--- src/rtl/pcie_tx_pkg.sv ---
package pcie_tx_pkg;

   typedef logic [15:0] requester_id_t;  // bus, device, function
   typedef logic [31:0] tlp_dw_t;
   typedef logic [63:0] tlp_beat_t;      // lower DW goes out first
   typedef logic [63:0] pcie_addr_t;
   typedef logic [63:0] data_word_t;     // host byte order
   typedef logic [23:0] rid_tag_t;       // requester id and tag of the read
   typedef logic [7:0]  tlp_tag_t;
   typedef logic [3:0]  lower_addr_t;    // address bits 6:3
   typedef logic [4:0]  beat_index_t;

   typedef enum logic [1:0]
   {
      kind_idle,
      kind_completion,
      kind_read,
      kind_write
   } tx_kind_t;

   // the beat the sequencer points at
   typedef struct packed
   {
      tx_kind_t    kind;
      beat_index_t beat;
      logic        last;
      logic        one_dw;
   } tx_slot_t;

   // completion with data, length 2 DW
   localparam tlp_dw_t cpl_header_dw0 = 32'h4A00_0002;

   // 4 DW header, 64-bit address
   localparam logic [7:0] mrd_fmt_type = 8'h20;
   localparam logic [7:0] mwr_fmt_type = 8'h60;

   // PCIe wants the first byte in the top lane
   function automatic tlp_dw_t byte_swap_dw(input tlp_dw_t dw);
      return {dw[7:0], dw[15:8], dw[23:16], dw[31:24]};
   endfunction

endpackage
--- src/rtl/pcie_tx.sv ---
`timescale 1ns/1ps

module pcie_tx
#(
   parameter int write_beats = 16,
   parameter int read_request_dw = 128
)
(
   input  logic                       clock,
   input  logic                       reset,
   input  pcie_tx_pkg::requester_id_t pcie_id,
   // read completion
   input  logic                       read_completion_valid,
   input  pcie_tx_pkg::rid_tag_t      read_completion_rid_tag,
   input  pcie_tx_pkg::lower_addr_t   read_completion_lower_addr,
   input  pcie_tx_pkg::data_word_t    read_completion_data,
   output logic                       read_completion_ready,
   // read request
   input  logic                       read_request_valid,
   input  pcie_tx_pkg::pcie_addr_t    read_request_address,
   input  pcie_tx_pkg::tlp_tag_t      read_request_tag,
   output logic                       read_request_ready,
   // write request
   input  logic                       write_request_valid,
   input  pcie_tx_pkg::pcie_addr_t    write_request_address,
   input  pcie_tx_pkg::data_word_t    write_request_data,
   output logic                       write_request_ready,
   // stream toward the core
   input  logic                       axis_tx_tready,
   output pcie_tx_pkg::tlp_beat_t     axis_tx_tdata,
   output logic                       axis_tx_tvalid,
   output logic                       axis_tx_tlast,
   output logic                       axis_tx_1dw
);
   import pcie_tx_pkg::*;

   tx_slot_t slot;
   tlp_beat_t completion_beat;
   tlp_beat_t read_beat;
   tlp_beat_t write_beat;

   tx_sequencer #(.write_beats(write_beats)) tx_sequencer_i
   (
      .clock(clock),
      .reset(reset),
      .read_completion_valid(read_completion_valid),
      .read_request_valid(read_request_valid),
      .write_request_valid(write_request_valid),
      .axis_tx_tready(axis_tx_tready),
      .tvalid_out(axis_tx_tvalid),
      .slot(slot),
      .read_completion_ready(read_completion_ready),
      .read_request_ready(read_request_ready),
      .write_request_ready(write_request_ready)
   );

   completion_tlp_builder completion_tlp_builder_i
   (
      .slot(slot),
      .pcie_id(pcie_id),
      .rid_tag(read_completion_rid_tag),
      .lower_addr(read_completion_lower_addr),
      .data(read_completion_data),
      .beat(completion_beat)
   );

   read_request_tlp_builder #(.read_request_dw(read_request_dw)) read_request_tlp_builder_i
   (
      .slot(slot),
      .pcie_id(pcie_id),
      .address(read_request_address),
      .tag(read_request_tag),
      .beat(read_beat)
   );

   write_request_tlp_builder #(.write_beats(write_beats)) write_request_tlp_builder_i
   (
      .slot(slot),
      .pcie_id(pcie_id),
      .address(write_request_address),
      .data(write_request_data),
      .beat(write_beat)
   );

   tx_stream_output tx_stream_output_i
   (
      .clock(clock),
      .reset(reset),
      .slot(slot),
      .axis_tx_tready(axis_tx_tready),
      .completion_beat(completion_beat),
      .read_beat(read_beat),
      .write_beat(write_beat),
      .axis_tx_tdata(axis_tx_tdata),
      .axis_tx_tvalid(axis_tx_tvalid),
      .axis_tx_tlast(axis_tx_tlast),
      .axis_tx_1dw(axis_tx_1dw)
   );

endmodule

--- src/rtl/tx_stream_output.sv ---
`timescale 1ns/1ps

module tx_stream_output
(
   input  logic                   clock,
   input  logic                   reset,
   input  pcie_tx_pkg::tx_slot_t  slot,
   input  logic                   axis_tx_tready,
   input  pcie_tx_pkg::tlp_beat_t completion_beat,
   input  pcie_tx_pkg::tlp_beat_t read_beat,
   input  pcie_tx_pkg::tlp_beat_t write_beat,
   output pcie_tx_pkg::tlp_beat_t axis_tx_tdata,
   output logic                   axis_tx_tvalid,
   output logic                   axis_tx_tlast,
   output logic                   axis_tx_1dw
);
   import pcie_tx_pkg::*;

   tlp_beat_t beat_sel;
   logic load;

   assign load = axis_tx_tready | ~axis_tx_tvalid;  // hold while the core stalls

   always_comb
   begin
      case (slot.kind)
         kind_completion: beat_sel = completion_beat;
         kind_read:       beat_sel = read_beat;
         kind_write:      beat_sel = write_beat;
         default:         beat_sel = '0;
      endcase
   end

   always_ff @(posedge clock)
   begin
      if (reset)
      begin
         axis_tx_tdata <= '0;
         axis_tx_tvalid <= 1'b0;
         axis_tx_tlast <= 1'b0;
         axis_tx_1dw <= 1'b0;
      end
      else if (load)
      begin
         axis_tx_tdata <= beat_sel;
         axis_tx_tvalid <= (slot.kind != kind_idle);
         axis_tx_tlast <= slot.last;
         axis_tx_1dw <= slot.one_dw;
      end
   end

endmodule

--- src/rtl/write_request_tlp_builder.sv ---
`timescale 1ns/1ps

module write_request_tlp_builder
#(
   parameter int write_beats = 16
)
(
   input  pcie_tx_pkg::tx_slot_t      slot,
   input  pcie_tx_pkg::requester_id_t pcie_id,
   input  pcie_tx_pkg::pcie_addr_t    address,
   input  pcie_tx_pkg::data_word_t    data,
   output pcie_tx_pkg::tlp_beat_t     beat
);
   import pcie_tx_pkg::*;

   tlp_dw_t header_dw0;
   tlp_dw_t header_dw1;
   tlp_beat_t data_beat;

   // two DW per data beat
   assign header_dw0 = {mwr_fmt_type, 24'(2 * write_beats)};
   assign header_dw1 = {pcie_id, 8'h00, 8'hFF};

   // each DW swapped in place, low DW still goes first
   assign data_beat = {byte_swap_dw(data[63:32]), byte_swap_dw(data[31:0])};

   always_comb
   begin
      case (slot.beat)
         5'd0:    beat = {header_dw1, header_dw0};
         5'd1:    beat = {address[31:0], address[63:32]};
         default: beat = data_beat;
      endcase
   end

endmodule

--- src/rtl/read_request_tlp_builder.sv ---
`timescale 1ns/1ps

module read_request_tlp_builder
#(
   parameter int read_request_dw = 128
)
(
   input  pcie_tx_pkg::tx_slot_t      slot,
   input  pcie_tx_pkg::requester_id_t pcie_id,
   input  pcie_tx_pkg::pcie_addr_t    address,
   input  pcie_tx_pkg::tlp_tag_t      tag,
   output pcie_tx_pkg::tlp_beat_t     beat
);
   import pcie_tx_pkg::*;

   tlp_dw_t header_dw0;
   tlp_dw_t header_dw1;

   assign header_dw0 = {mrd_fmt_type, 24'(read_request_dw)};
   assign header_dw1 = {pcie_id, tag, 8'hFF};  // all bytes enabled

   always_comb
   begin
      case (slot.beat)
         5'd0:    beat = {header_dw1, header_dw0};
         5'd1:    beat = {address[31:0], address[63:32]};  // high DW first
         default: beat = '0;
      endcase
   end

endmodule

--- src/rtl/completion_tlp_builder.sv ---
`timescale 1ns/1ps

module completion_tlp_builder
(
   input  pcie_tx_pkg::tx_slot_t      slot,
   input  pcie_tx_pkg::requester_id_t pcie_id,
   input  pcie_tx_pkg::rid_tag_t      rid_tag,
   input  pcie_tx_pkg::lower_addr_t   lower_addr,
   input  pcie_tx_pkg::data_word_t    data,
   output pcie_tx_pkg::tlp_beat_t     beat
);
   import pcie_tx_pkg::*;

   tlp_dw_t completer_dw;
   tlp_dw_t requester_dw;
   tlp_dw_t data_low_dw;
   tlp_dw_t data_high_dw;

   assign completer_dw = {pcie_id, 16'd8};  // byte count 8
   assign requester_dw = {rid_tag, 1'b0, lower_addr, 3'b000};
   assign data_low_dw = byte_swap_dw(data[31:0]);
   assign data_high_dw = byte_swap_dw(data[63:32]);

   always_comb
   begin
      case (slot.beat)
         5'd0:    beat = {completer_dw, cpl_header_dw0};
         5'd1:    beat = {data_low_dw, requester_dw};
         5'd2:    beat = {32'h0, data_high_dw};  // single DW beat
         default: beat = '0;
      endcase
   end

endmodule

--- src/rtl/tx_sequencer.sv ---
`timescale 1ns/1ps

module tx_sequencer
#(
   parameter int write_beats = 16
)
(
   input  logic                  clock,
   input  logic                  reset,
   input  logic                  read_completion_valid,
   input  logic                  read_request_valid,
   input  logic                  write_request_valid,
   input  logic                  axis_tx_tready,
   input  logic                  tvalid_out,
   output pcie_tx_pkg::tx_slot_t slot,
   output logic                  read_completion_ready,
   output logic                  read_request_ready,
   output logic                  write_request_ready  // once per word, one beat ahead of it
);
   import pcie_tx_pkg::*;

   localparam beat_index_t write_last_beat = beat_index_t'(write_beats + 1);
   localparam beat_index_t write_ready_last = beat_index_t'(write_beats);

   logic advance;
   logic write_word_due;
   logic write_ready_q;

   // fills in last and one_dw for a given beat
   function automatic tx_slot_t slot_for(input tx_kind_t kind, input beat_index_t beat);
      tx_slot_t s;
      s.kind = kind;
      s.beat = beat;
      s.one_dw = (kind == kind_completion) && (beat == 5'd2);
      case (kind)
         kind_completion: s.last = (beat == 5'd2);
         kind_read:       s.last = (beat == 5'd1);
         kind_write:      s.last = (beat == write_last_beat);
         default:         s.last = 1'b0;
      endcase
      return s;
   endfunction

   // output register takes a new beat when empty or when its beat goes out
   assign advance = axis_tx_tready | ~tvalid_out;

   // header beat 1 asks for the first word, data beats ask for the rest
   assign write_word_due = (slot.kind == kind_write)
                           && (slot.beat != '0)
                           && (slot.beat <= write_ready_last);

   assign write_request_ready = write_ready_q & tvalid_out;

   always_ff @(posedge clock)
   begin
      if (reset)
      begin
         slot <= slot_for(kind_idle, '0);
         read_completion_ready <= 1'b0;
         read_request_ready <= 1'b0;
         write_ready_q <= 1'b0;
      end
      else
      begin
         read_completion_ready <= advance && (slot.kind == kind_completion) && slot.last;
         read_request_ready <= advance && (slot.kind == kind_read) && slot.last;
         write_ready_q <= advance && write_word_due;

         if (slot.kind == kind_idle)
         begin
            // a source still seeing its ready pulse is already served
            if (read_completion_valid && !read_completion_ready)
               slot <= slot_for(kind_completion, '0);
            else if (read_request_valid && !read_request_ready)
               slot <= slot_for(kind_read, '0);
            else if (write_request_valid)
               slot <= slot_for(kind_write, '0);
         end
         else if (advance)
         begin
            if (slot.last)
               slot <= slot_for(kind_idle, '0);
            else
               slot <= slot_for(slot.kind, slot.beat + 1'b1);
         end
      end
   end

endmodule

--- config.mk ---
export PLATFORM = sky130hd
export DESIGN_NAME = pcie_tx
export DESIGN_NICKNAME = d
export VERILOG_FILES = /design/src/rtl/pcie_tx_pkg.sv /design/src/rtl/pcie_tx.sv /design/src/rtl/tx_stream_output.sv /design/src/rtl/write_request_tlp_builder.sv /design/src/rtl/read_request_tlp_builder.sv /design/src/rtl/completion_tlp_builder.sv /design/src/rtl/tx_sequencer.sv
export SDC_FILE = /design/constraint.sdc
export NUM_CORES = 1
export LEC_CHECK = 0
export ABC_AREA = 1
export BUFFER_PORTS_ARGS = -buffer_cell sky130_fd_sc_hd__buf_2
export CORE_AREA = 2 2 149 151
export CTS_CLUSTER_DIAMETER = 120
export DETAILED_ROUTE_END_ITERATION = 8
export DIE_AREA = 0 0 151 153
export PLACE_DENSITY_LB_ADDON = 0.1
export SLEW_MARGIN = 20
export SYNTH_ARGS = -nofsm -noshare
export SYNTH_HDL_FRONTEND = slang
export SYNTH_SLANG_ARGS = --single-unit
export TNS_END_PERCENT = 50
--- constraint.sdc ---
create_clock -name clock -period 2.5 [get_ports clock]
set_input_delay 0.5 -clock clock [delete_from_list [all_inputs] [get_ports clock]]
set_output_delay 0.5 -clock clock [all_outputs]
set_load 0.03 [all_outputs]
; Word level (Yosys, flattened, before mapping)
; Index checks and enable logic that the tools add are counted.
[totals]
word_cells = 56
regBits = 79
[op_classes]
order_cmp = 1
eq_ne = 9
mux = 11
bitwise_logic = 3
addsub = 1
n_reduce_logical = 20
[ops]
columns = op, count
row1 = 64-bit one-hot mux with 3 select lines, 2
row2 = 64-bit one-hot mux with 2 select lines, 2
row3 = 9-bit 2-to-1 mux, 6
row4 = 5-bit by 1-bit == test with 1-bit output (second input constant), 2
row5 = 5-bit by 2-bit == test with 1-bit output (second input constant), 2
row6 = 1-bit logical AND, 10
row7 = 2-bit nonzero test, 3
row8 = 5-bit by 1-bit adder with 5-bit output (second input constant), 1
row9 = 5-bit == test (second input constant), 1
row10 = 5-bit less-or-equal comparator (second input constant), 1
row11 = 5-bit logical NOT, 1
row12 = 5-bit nonzero test, 1
row13 = 2-bit == test (second input constant), 2
row14 = 4-bit inequality test (second input constant), 1
row15 = 1-bit one-hot mux with 3 select lines, 1
row16 = 3-bit AND reduction, 1
row17 = 2-bit by 1-bit == test with 1-bit output (second input constant), 1
row18 = 1-bit logical NOT, 2
row19 = 2-bit logical NOT, 1
row20 = 2-bit AND reduction, 1
row21 = 1-bit bitwise AND, 1
row22 = 1-bit NOT, 1
row23 = 1-bit OR, 1

; Logic depth before layout (Yosys ltp)
; Gate-level depths: netlist (run 1).
[depth]
depth_word = 6
mapped_depth = 13

; By module
; From an unflattened synthesis (run 1), not the netlist that was laid out.
[hier_totals]
hier_cells = 1347
hier_area_um2 = 7752.4
[modules_own_cells]
columns = mod, n_inst, seq_area_each_um2, area_per_inst_um2, cells_each
row1 = tx_stream_output, 1, 1341.3, 3854.9, 590
row2 = write_request_tlp_builder, 1, 0.0, 1156.1, 256
row3 = completion_tlp_builder, 1, 0.0, 1103.6, 215
row4 = read_request_tlp_builder, 1, 0.0, 897.1, 177
row5 = tx_sequencer, 1, 240.2, 740.7, 109

; Least setup slack after synthesis (run 1)
; Ideal clock, no wire load.
[synth_timing]
path_kind = reg-to-reg
from = register tx_sequencer_i.slot[2] (netlist name)
to = register tx_stream_output_i.axis_tx_tdata[1]
setup_slack_ns = 0.750
t_arrival_ns = 1.618
stages_incl_launch_ff = 11
setup_time_ns = 0.132
period_less_slack_ns = 1.750
n_path_buf = 2
required_ns = 2.368
cell_sequence = dfxtp_1 -> inv_1 -> ha_1 -> clkbuf_1 -> nand3_2 -> clkbuf_1 -> nor2_1 -> a21oi_1 -> nand2_1 -> o21ai_1 -> a21oi_1
[synth_via]
elab_chain_cells = 3
word_cells_on_any_way = 7
[synth_lines]
columns = item, line_no
row1 = "5-bit by 2-bit == test with 1-bit output, or another cell as far along", completion_tlp_builder.sv:26  ; case (slot.beat)
row2 = "64-bit one-hot mux with 3 select lines, or another cell as far along", completion_tlp_builder.sv:26
row3 = 64-bit one-hot mux with 3 select lines *, tx_stream_output.sv:26  ; case (slot.kind)
row4 = "end signal, assigned", tx_stream_output.sv:45  ; axis_tx_tdata <= beat_sel;
row5 = "end, declared", tx_stream_output.sv:12  ; output pcie_tx_pkg::tlp_beat_t axis_tx_tdata,
; Mark *: on every way between the ends. The rest lies on a longest branch, timed or not.
; A chain may end at the register's enable or synchronous reset.

; Worst setup path after layout (run 1)
[layout_timing]
from = register tx_sequencer_i.slot[5] (netlist name)
to = register tx_stream_output_i.axis_tx_tdata[36]
[layout_via]
elab_chain_cells = 3
word_cells_on_any_way = 7
[layout_lines]
columns = item, line_no
row1 = "5-bit by 2-bit == test with 1-bit output, or another cell as far along", completion_tlp_builder.sv:26
row2 = "64-bit one-hot mux with 3 select lines, or another cell as far along", completion_tlp_builder.sv:26
row3 = 64-bit one-hot mux with 3 select lines *, tx_stream_output.sv:26
; Marked as above.

==> impl_metrics.ini, run 1 <==
[critical_path]
cp.required_ns = 2.79
worstRegToRegCells = 7
crit_type = reg2reg
cpMostUsedCell = nor2_2
crit_arrival_ns = 2.44
startpoint_type = register
worstPathMaxFanout = 18
cpPeakStageDelay_ns = 0.67
crit_path_end_kind = register
critPathSlowestCell = nor2_2
crit_path_cell_trace = nor2_2 > nand3_4 > nor2_2 > inv_1 > nand3_1 > o21ai_1 > nand2_1

[pwr]
p_seq_frac = 0.306
vdd_drop_max_mv = 0.3388
p_leak_nw = 4.303
intPower_mw = 2.756
power.density_mw_per_mm2 = 563.5
pwr-share-clk = 0.279
switching_share = 0.4045
p_comb_frac = 0.415
p_switching_mw = 1.872

[global_routing]
grt_pass1_wl_um = 40520
antenna_found_initial = 4
grt_usage = 0.2267
grt_max_degree = 101
grt_pass1_vias = 7400
grt_overflow = 0

[min_path]
hp-class = in2reg
hold_depth = 5

[drt]
postRouteAntennaNets = 0
drtIter0Drc = 389
dr.pass1.iters = 4
wl_per_cell_um = 16.53
drt-total-wl_um = 27350
vias = 7900
drc = 0
via_per_inst = 4.773

[cts]
holdBufCountCts = 0
clockBufferDepth = 2
clk_latency_ns = 0.35
numCtsBuffers = 9
root_buffer = clkbuf_16
cts_tree = built
cts_max_level = 3
cts.clk_slew.worst_paths_ns = 0.06
cts.sinks = 79
cts-resized-gates = 0
post_cts_buffers = 0

[placed_design]
dpl.hpwl_um = 20730
port-buffer-count = 383
gp_congestion = 0.8801

[layout]
final_core_util = 0.3823
ff_latch_area_mm2 = 0.001582
n_fill_cell = 2500
multiInputGateArea_mm2 = 0.003666
drive_above_1_share = 0.3268
syn_to_final_growth_pct = 44.80
nets = 1685

[floorplan]
core_mm2 = 0.02149
rows = 54
start_util = 0.2640
die_w_um = 151
design.die.area_mm2 = 0.02310
io_pins = 384
fp.dieH_um = 153

[sta]
setup_viol = 0
fin_skew_ns = 0.009809
rsz0062_at_grt = false
slew_headroom = 0.4962
worstMarginPinSlew_ns = 0.7549
fmax_ghz = 0.4661
period_minus_slack_ns = 2.145
hold_viol = 0
fin_tns_setup_ns = 0
drv_slew = 0
finalCritPeriodShare = 0.8581

[logic_synthesis]
syn_inst = 1014
avgSynthCellArea_um2 = 5.593
yosys.area.top_type = nand2_1
yosys_warnings = 0
yosysUniqueCellTypes = 29
ys_seq_elements = 79
synth_top_area_frac = 0.3250
ys_seq_area_frac = 0.2788
synth_nets = 1332
synth_area_leaders = nand2_1, dfxtp_1, nand3_1
synth_area_mm2 = 0.005672

[outcome]
run_status = finished, final reports clean

[flow_run]
maxCapViolCount = 0
## worst max-delay path: cells and delay by family (launching register included)
| kind | cells | cell delay, ns |
|---|---|---|
| flip-flops | 1 | 0.36 |
| buffers and inverters | 1 | 0.17 |
| AO/OA/AOI/OAI | 1 | 0.07 |
| AND/OR/NAND/NOR | 5 | 1.50 |
## state kept, by name, indices dropped and copies added (netlist names)
register and count:
tx_sequencer_i.read_completion_ready 1, tx_sequencer_i.read_request_ready 1, tx_sequencer_i.slot 9, tx_sequencer_i.write_ready_q 1, tx_stream_output_i.axis_tx_1dw 1, tx_stream_output_i.axis_tx_tdata 64
tx_stream_output_i.axis_tx_tlast 1, tx_stream_output_i.axis_tx_tvalid 1
## cells in the mapped netlist (all sizes together)
cell type  number
clkbuf         40
nand3         133
o21ai          31
buf            27
xor2            2
a31oi          10
inv            39
a21oi          92
xnor2           1
or2             2
a22oi           2
ha              4
nand2         491
nor3            2
nor2           34
nand3b          7
dfxtp          79
o211ai          1
nand4          17
## stage by stage
stage	setup WS [ns]	std cells	power (mW)	cell area (µm²)	hold WS [ns]
floorplan	0.7496	1014	2.624	5672	0.4457
global placement	0.4437	1636	3.380	7919	0.4257
detailed placement	0.3530	1636	3.377	7919	0.4299
CTS	0.3351	1651	4.681	8203	0.4401
global route	0.1563	1655	4.929	8213	0.4647
finish	0.3547	1655	4.628	8213	0.4460
## cell families (layout without fill, tap and decap cells)
group | after synthesis | count (layout) | share of synthesized area
other | 0 | 4 | 0
AOI/OAI and AO/OA | 136 | 136 | 0.1242
xor gates and xnor gates | 3 | 3 | 0.004634
and+or+nand+nor | 686 | 686 | 0.5056
adders and majority gates | 4 | 4 | 0.008825
DFF | 79 | 79 | 0.2788
buffers and inverters | 106 | 463 | 0.07787
## cell type report
type	count	share of cell area
antenna	4	0.001219
clock buffer	12	0.03245
clock inverter	3	0.002133
inverter	39	0.01782
multi-input combinational	829	0.4464
sequential	79	0.1926
tap	280	0.04266
timing repair buffer	409	0.2648
## power by group through the flow
| stage | Clock [mW] | Sequential, mW | Combinational (mW) |
|---|---|---|---|
| after floorplan | 0 | 1.60 | 1.03 |
| after global placement | 0 | 1.44 | 1.94 |
| after detailed placement | 0 | 1.44 | 1.93 |
| after CTS | 1.33 | 1.42 | 1.94 |
| after global routing | 1.38 | 1.43 | 2.13 |
| final | 1.29 | 1.42 | 1.92 |
## cell usage in the layout, fill, tap and decap left out, types with 9 or more instances in the layout
cell / synthesis / routed
inv_2: 8 / 9
o21ai_1: 28 / 28
dfxtp_1: 79 / 79
nor2_1: 26 / 26
a31oi_1: 10 / 10
inv_1: 31 / 30
buf_2: 23 / 383
buf_4: 2 / 21
nand2_1: 491 / 489
a21oi_1: 92 / 92
nand3_1: 132 / 132
clkbuf_16: 0 / 9
nand4_1: 17 / 17
## worst paths after layout
check | start | endpoint | slack, ns
worst max-delay path | tx_sequencer_i.slot[5] | tx_stream_output_i.axis_tx_tdata[36] | 0.35
worst min register to register | tx_stream_output_i.axis_tx_tdata[30] | tx_stream_output_i.axis_tx_tdata[30] | 0.45
worst min-delay path | read_request_address[37] | tx_stream_output_i.axis_tx_tdata[5] | 0.45
worst max register to register | tx_sequencer_i.slot[5] | tx_stream_output_i.axis_tx_tdata[36] | 0.35
## routing by layer
metal | share of wire | vias to the layer above | track usage | routed length (µm)
met1 | 0.40 | 3576 | 0.2729 | 11040
met2 | 0.50 | 299 | 0.4000 | 13560
met5 | 0 | - | 0 | 0
li1 | - | 3983 | - | -
met3 | 0.078 | 42 | 0.04985 | 2128
met4 | 0.023 | 0 | 0.06809 | 622
(Power assumes the default switching activity.)
==> run 2: changes to the inputs <==
- CORE_AREA: 2 2 149 151 -> 2 2 147 149
- CTS_BUF_LIST: not set -> sky130_fd_sc_hd__clkbuf_4
- DIE_AREA: 0 0 151 153 -> 0 0 149 151
- clock period: 2.5 -> 2.3 ns (I/O delays scaled with it)
==> impl_metrics.ini, run 2 (synthesis results as in run 1) <==
[outcome]
run_status = finished, final reports clean

[pwr]
vdd_drop_max_mv = 0.2850
p_leak_nw = 4.259
power.density_mw_per_mm2 = 561.9

[floorplan]
rows = 53
design.die.area_mm2 = 0.02250
start_util = 0.2724
core_mm2 = 0.02082
io_pins = 384
fp.dieH_um = 151
die_w_um = 149

[placed_design]
port-buffer-count = 383
place_ws_ns = 0.3563
dpl.hpwl_um = 20860
gp_congestion = 0.8609

[drt]
drtIter0Drc = 333
wl_met1_um = 11380
dr.pass1.iters = 5
drc = 0
met3_wirelength_um = 2071
via_per_inst = 4.747
wl_per_cell_um = 16.72
postRouteAntennaNets = 0
vias = 7851
highest_layer = met4
drt-total-wl_um = 27650
dr_wl_met2_um = 13580

[cts]
root_buffer = clkbuf_4
post_cts_buffers = 0
numCtsBuffers = 9
clockBufferDepth = 2
cts_tree = built
clk_latency_ns = 0.45
cts-resized-gates = 0
cts.sinks = 79
holdBufCountCts = 0
cts_max_level = 3
cts.clk_slew.worst_paths_ns = 0.14

[global_routing]
grt_overflow = 0
grt_pass1_wl_um = 40460
grt_max_degree = 53
antenna_found_initial = 3
grt_pass1_vias = 7318
grt_usage = 0.2332

[critical_path]
r2r_start = tx_sequencer_i.slot[3]
worstPathMaxFanout = 27
crit_path_cell_trace = inv_1 > ha_1 > inv_1 > nor2_1 > nand3_1 > inv_2 > buf_4 > nand2_1 > nand3_1 > o21ai_1 > a21oi_1
crit_path_end_kind = register
cpPeakStageDelay_ns = 0.41
cpLargestDelayFamily = buffers and inverters
critPathBufInv = 4
crit_arrival_ns = 2.33
startpoint_type = register
cp-startpoint = tx_sequencer_i.slot[3]
critPathSlowestCell = inv_2
cp.required_ns = 2.70
crit_type = reg2reg

[min_path]
hp-class = in2reg
holdCritStartpoint = reset

[sta]
worstMarginPinSlew_ns = 0.5040
fin_tns_setup_ns = 0
period_minus_slack_ns = 1.926
fin_skew_ns = 0.01650
slew_headroom = 0.6635
fmax_ghz = 0.5193
setup_viol = 0
finalHoldWorstSlack_ns = 0.2662
drv_slew = 0
hold_viol = 0
setup_slack_ns = 0.3744
finalCritPeriodShare = 0.8372
rsz0062_at_grt = false

[layout]
regMostFlops = tx_stream_output_i.axis_tx_tdata
ff_latch_area_mm2 = 0.001582
n_fill_cell = 2420
final_common_cell = nand2_1
drive_above_1_share = 0.3280
multiInputGateArea_mm2 = 0.003666
nets = 1688
syn_to_final_growth_pct = 43.00
largest_register_ffs = 64
final_cell_mix = nand2_1, buf_2, nand3_1, a21oi_1, dfxtp_1
largest_registers = tx_stream_output_i.axis_tx_tdata x64, tx_sequencer_i.slot x9

[flow_run]
maxCapViolCount = 0
-- run 2: area by class of cell --
type	instances	share of cell area
Inverter	39	0.01805
Clock inverter	5	0.007097
Antenna cell	4	0.001234
Multi-Input combinational cell	829	0.4520
Sequential cell	79	0.1950
Timing Repair Buffer	412	0.2740
Tap cell	275	0.04243
Clock buffer	11	0.01018
-- run 2: report_power, final --
| part | switching, mW | leakage, nW | internal, mW |
|---|---|---|---|
| clock network | 0.533 | 0.0712 | 0.356 |
| logic | 1.38 | 3.55 | 0.746 |
| registers | 0.0688 | 0.641 | 1.47 |
-- run 2: worst paths after layout --
check / to / slack, ns / depth (start not counted)
max: tx_stream_output_i.axis_tx_tdata[31] / 0.37 / 11
min: tx_sequencer_i.slot[7] / 0.27 / 2
max reg2reg: tx_stream_output_i.axis_tx_tdata[31] / 0.37 / 11
min reg2reg: tx_stream_output_i.axis_tx_tdata[34] / 0.46 / 2
-- run 2: routing by layer --
layer	track usage	up-vias
met5	0	-
met2	0.4094	316
li1	-	4013
met4	0.07762	0
met3	0.04699	34
met1	0.2852	3488
-- run 2: stage by stage --
step                std cells    util  power, mW  instance area, µm²
floorplan                1014       -      2.852                5672
global placement         1634  0.3823      3.718                7960
detailed placement       1634  0.3823      3.709                7960
CTS                      1650  0.3890      4.615                8100
global route             1653  0.3894      4.885                8108
finish                   1654  0.3895      4.557                8110
==> run 3: changes to the inputs <==
- clock period: 2.3 -> 2 ns (I/O delays scaled with it)
==> impl_metrics.ini, run 3 (synthesis results as in run 1) <==
[outcome]
run_status = finished, final reports clean

[layout]
ff_latch_area_mm2 = 0.001583
n_fill_cell = 2407
largest_registers = tx_stream_output_i.axis_tx_tdata x64, tx_sequencer_i.slot x9
final_cell_mix = nand2_1, buf_2, nand3_1, a21oi_1, dfxtp_1
final_common_cell = nand2_1
fin_area_mm2 = 0.008243
drive_above_1_share = 0.3329
nets = 1695
syn_to_final_growth_pct = 45.33
largest_register_ffs = 64
regMostFlops = tx_stream_output_i.axis_tx_tdata
multiInputGateArea_mm2 = 0.003682

[placed_design]
port-buffer-count = 383
dpl.hpwl_um = 21040
placed_cell_area_mm2 = 0.007999
gp_congestion = 0.8665

[sta]
rsz0062_at_grt = true
hold_viol = 0
worstMarginPinSlew_ns = 0.7569
setup_viol = 0
period_minus_slack_ns = 1.891
fin_skew_ns = 0.01885
fmax_ghz = 0.5288
finalCritPeriodShare = 0.9455
drv_slew = 0
finalHoldWorstSlack_ns = 0.2213
slew_headroom = 0.4938

[cts]
cts.sinks = 79
clk_latency_ns = 0.47
clockBufferDepth = 2
holdBufCountCts = 0
cts_max_level = 3
cts_tree = built
cts.clk_slew.worst_paths_ns = 0.14
root_buffer = clkbuf_4
numCtsBuffers = 9

[pwr]
p_leak_nw = 4.310
vdd_drop_max_mv = 0.3085
power.density_mw_per_mm2 = 628.4
finalPower_mw = 5.180

[critical_path]
worstRegToRegCells = 12
cpPeakStageDelay_ns = 0.37
cpLargestDelayFamily = simple AND/OR/NAND/NOR gates
crit_arrival_ns = 2.30
critPathSlowestCell = dfxtp_2
startpoint_type = register
crit_path_end_kind = register
crit_type = reg2reg
cp.required_ns = 2.40
critPathBufInv = 4
crit_path_cell_trace = inv_1 > ha_2 > inv_1 > nor2_2 > nand2_2 > nor2_4 > buf_12 > clkbuf_16 > a21oi_1 > nand3_1 > nand2_1 > a21oi_1
worst-path-stages = 12
worstPathMaxFanout = 19

[floorplan]
io_pins = 384
fp.dieH_um = 151
core_mm2 = 0.02082
design.die.area_mm2 = 0.02250
rows = 53
die_w_um = 149
start_util = 0.2724

[drt]
drt-total-wl_um = 28410
vias = 7960
drtIter0Drc = 364
dr.pass1.iters = 4
drc = 0
postRouteAntennaNets = 0
wl_per_cell_um = 17.11
via_per_inst = 4.795

[global_routing]
grt_max_degree = 57
grt_pass1_wl_um = 40500
antenna_found_initial = 2
grt_pass1_vias = 7357
grt_overflow = 0
grt_usage = 0.2331

[min_path]
hp-class = in2reg
hold_depth = 5

[flow_run]
maxCapViolCount = 0
[run 3: cell types whose count changed in the layout (fill, tap and decap cells not counted), sizes merged]
| cell | delta |
|---|---|
| buf | +5 |
| bufinv | -1 |
| clkinv | +3 |
| diode | -1 |
[run 3: cell type report]
class | count | area share
sequential | 79 | 0.1920
timing repair buffer | 419 | 0.2867
inverter | 39 | 0.01776
antenna | 3 | 0.0009107
multi-input combinational | 829 | 0.4467
clock inverter | 7 | 0.005920
tap | 275 | 0.04174
clock buffer | 9 | 0.008197
[run 3: worst reg2reg max path: cells and delay by family (launching register included)]
| kind | cells | cell delay, ns |
|---|---|---|
| buffers and inverters | 4 | 0.46 |
| AO/OA/AOI/OAI | 2 | 0.21 |
| flip-flops | 1 | 0.37 |
| adder cells (fa/ha/maj) | 1 | 0.19 |
| AND/OR/NAND/NOR | 5 | 0.60 |
[run 3: through the flow]
stage | setup TNS (ns) | util | cells | setup slack [ns]
floorplan | 0 | - | 1014 | 0.2496
global placement | 0 | 0.3838 | 1635 | 0.04583
detailed placement | 0 | 0.3841 | 1635 | 0.02309
CTS | 0 | 0.3900 | 1651 | 0.1180
global route | -0.01718 | 0.3957 | 1659 | -0.01014
finish | 0 | 0.3959 | 1660 | 0.1090
[run 3: timing repair]
action                     in CTS  in global routing
resized for setup               1                  4
buffers inserted                0                  4
hold endpoints to repair        0                  0
pin swaps                       0                  2
setup endpoints to repair       3                 16
cloned                          0                  2
[run 3: routing by layer]
| layer | global-route usage | share of wire | vias to the layer above |
|---|---|---|---|
| li1 | - | - | 4014 |
| met1 | 0.2741 | 0.42 | 3596 |
| met2 | 0.4134 | 0.49 | 311 |
| met3 | 0.06024 | 0.073 | 39 |
| met4 | 0.07667 | 0.024 | 0 |
| met5 | 0 | 0 | - |
[run 3: worst paths after layout]
path,from,end,slack (ns)
hold / removal,read_request_address[37],tx_stream_output_i.axis_tx_tdata[5],0.22
setup reg to reg,tx_sequencer_i.slot[3],tx_stream_output_i.axis_tx_tdata[21],0.11
setup / recovery,tx_sequencer_i.slot[3],tx_stream_output_i.axis_tx_tdata[21],0.11
hold reg to reg,tx_stream_output_i.axis_tx_tlast,tx_stream_output_i.axis_tx_tlast,0.46
[run 3: where the power goes]
part / leakage [nW] / total (mW) / internal (mW) / switching [mW]
logic: 3.61 / 2.51 / 0.889 / 1.62
registers: 0.641 / 1.77 / 1.69 / 0.0773
clock network: 0.0576 / 0.902 / 0.255 / 0.648
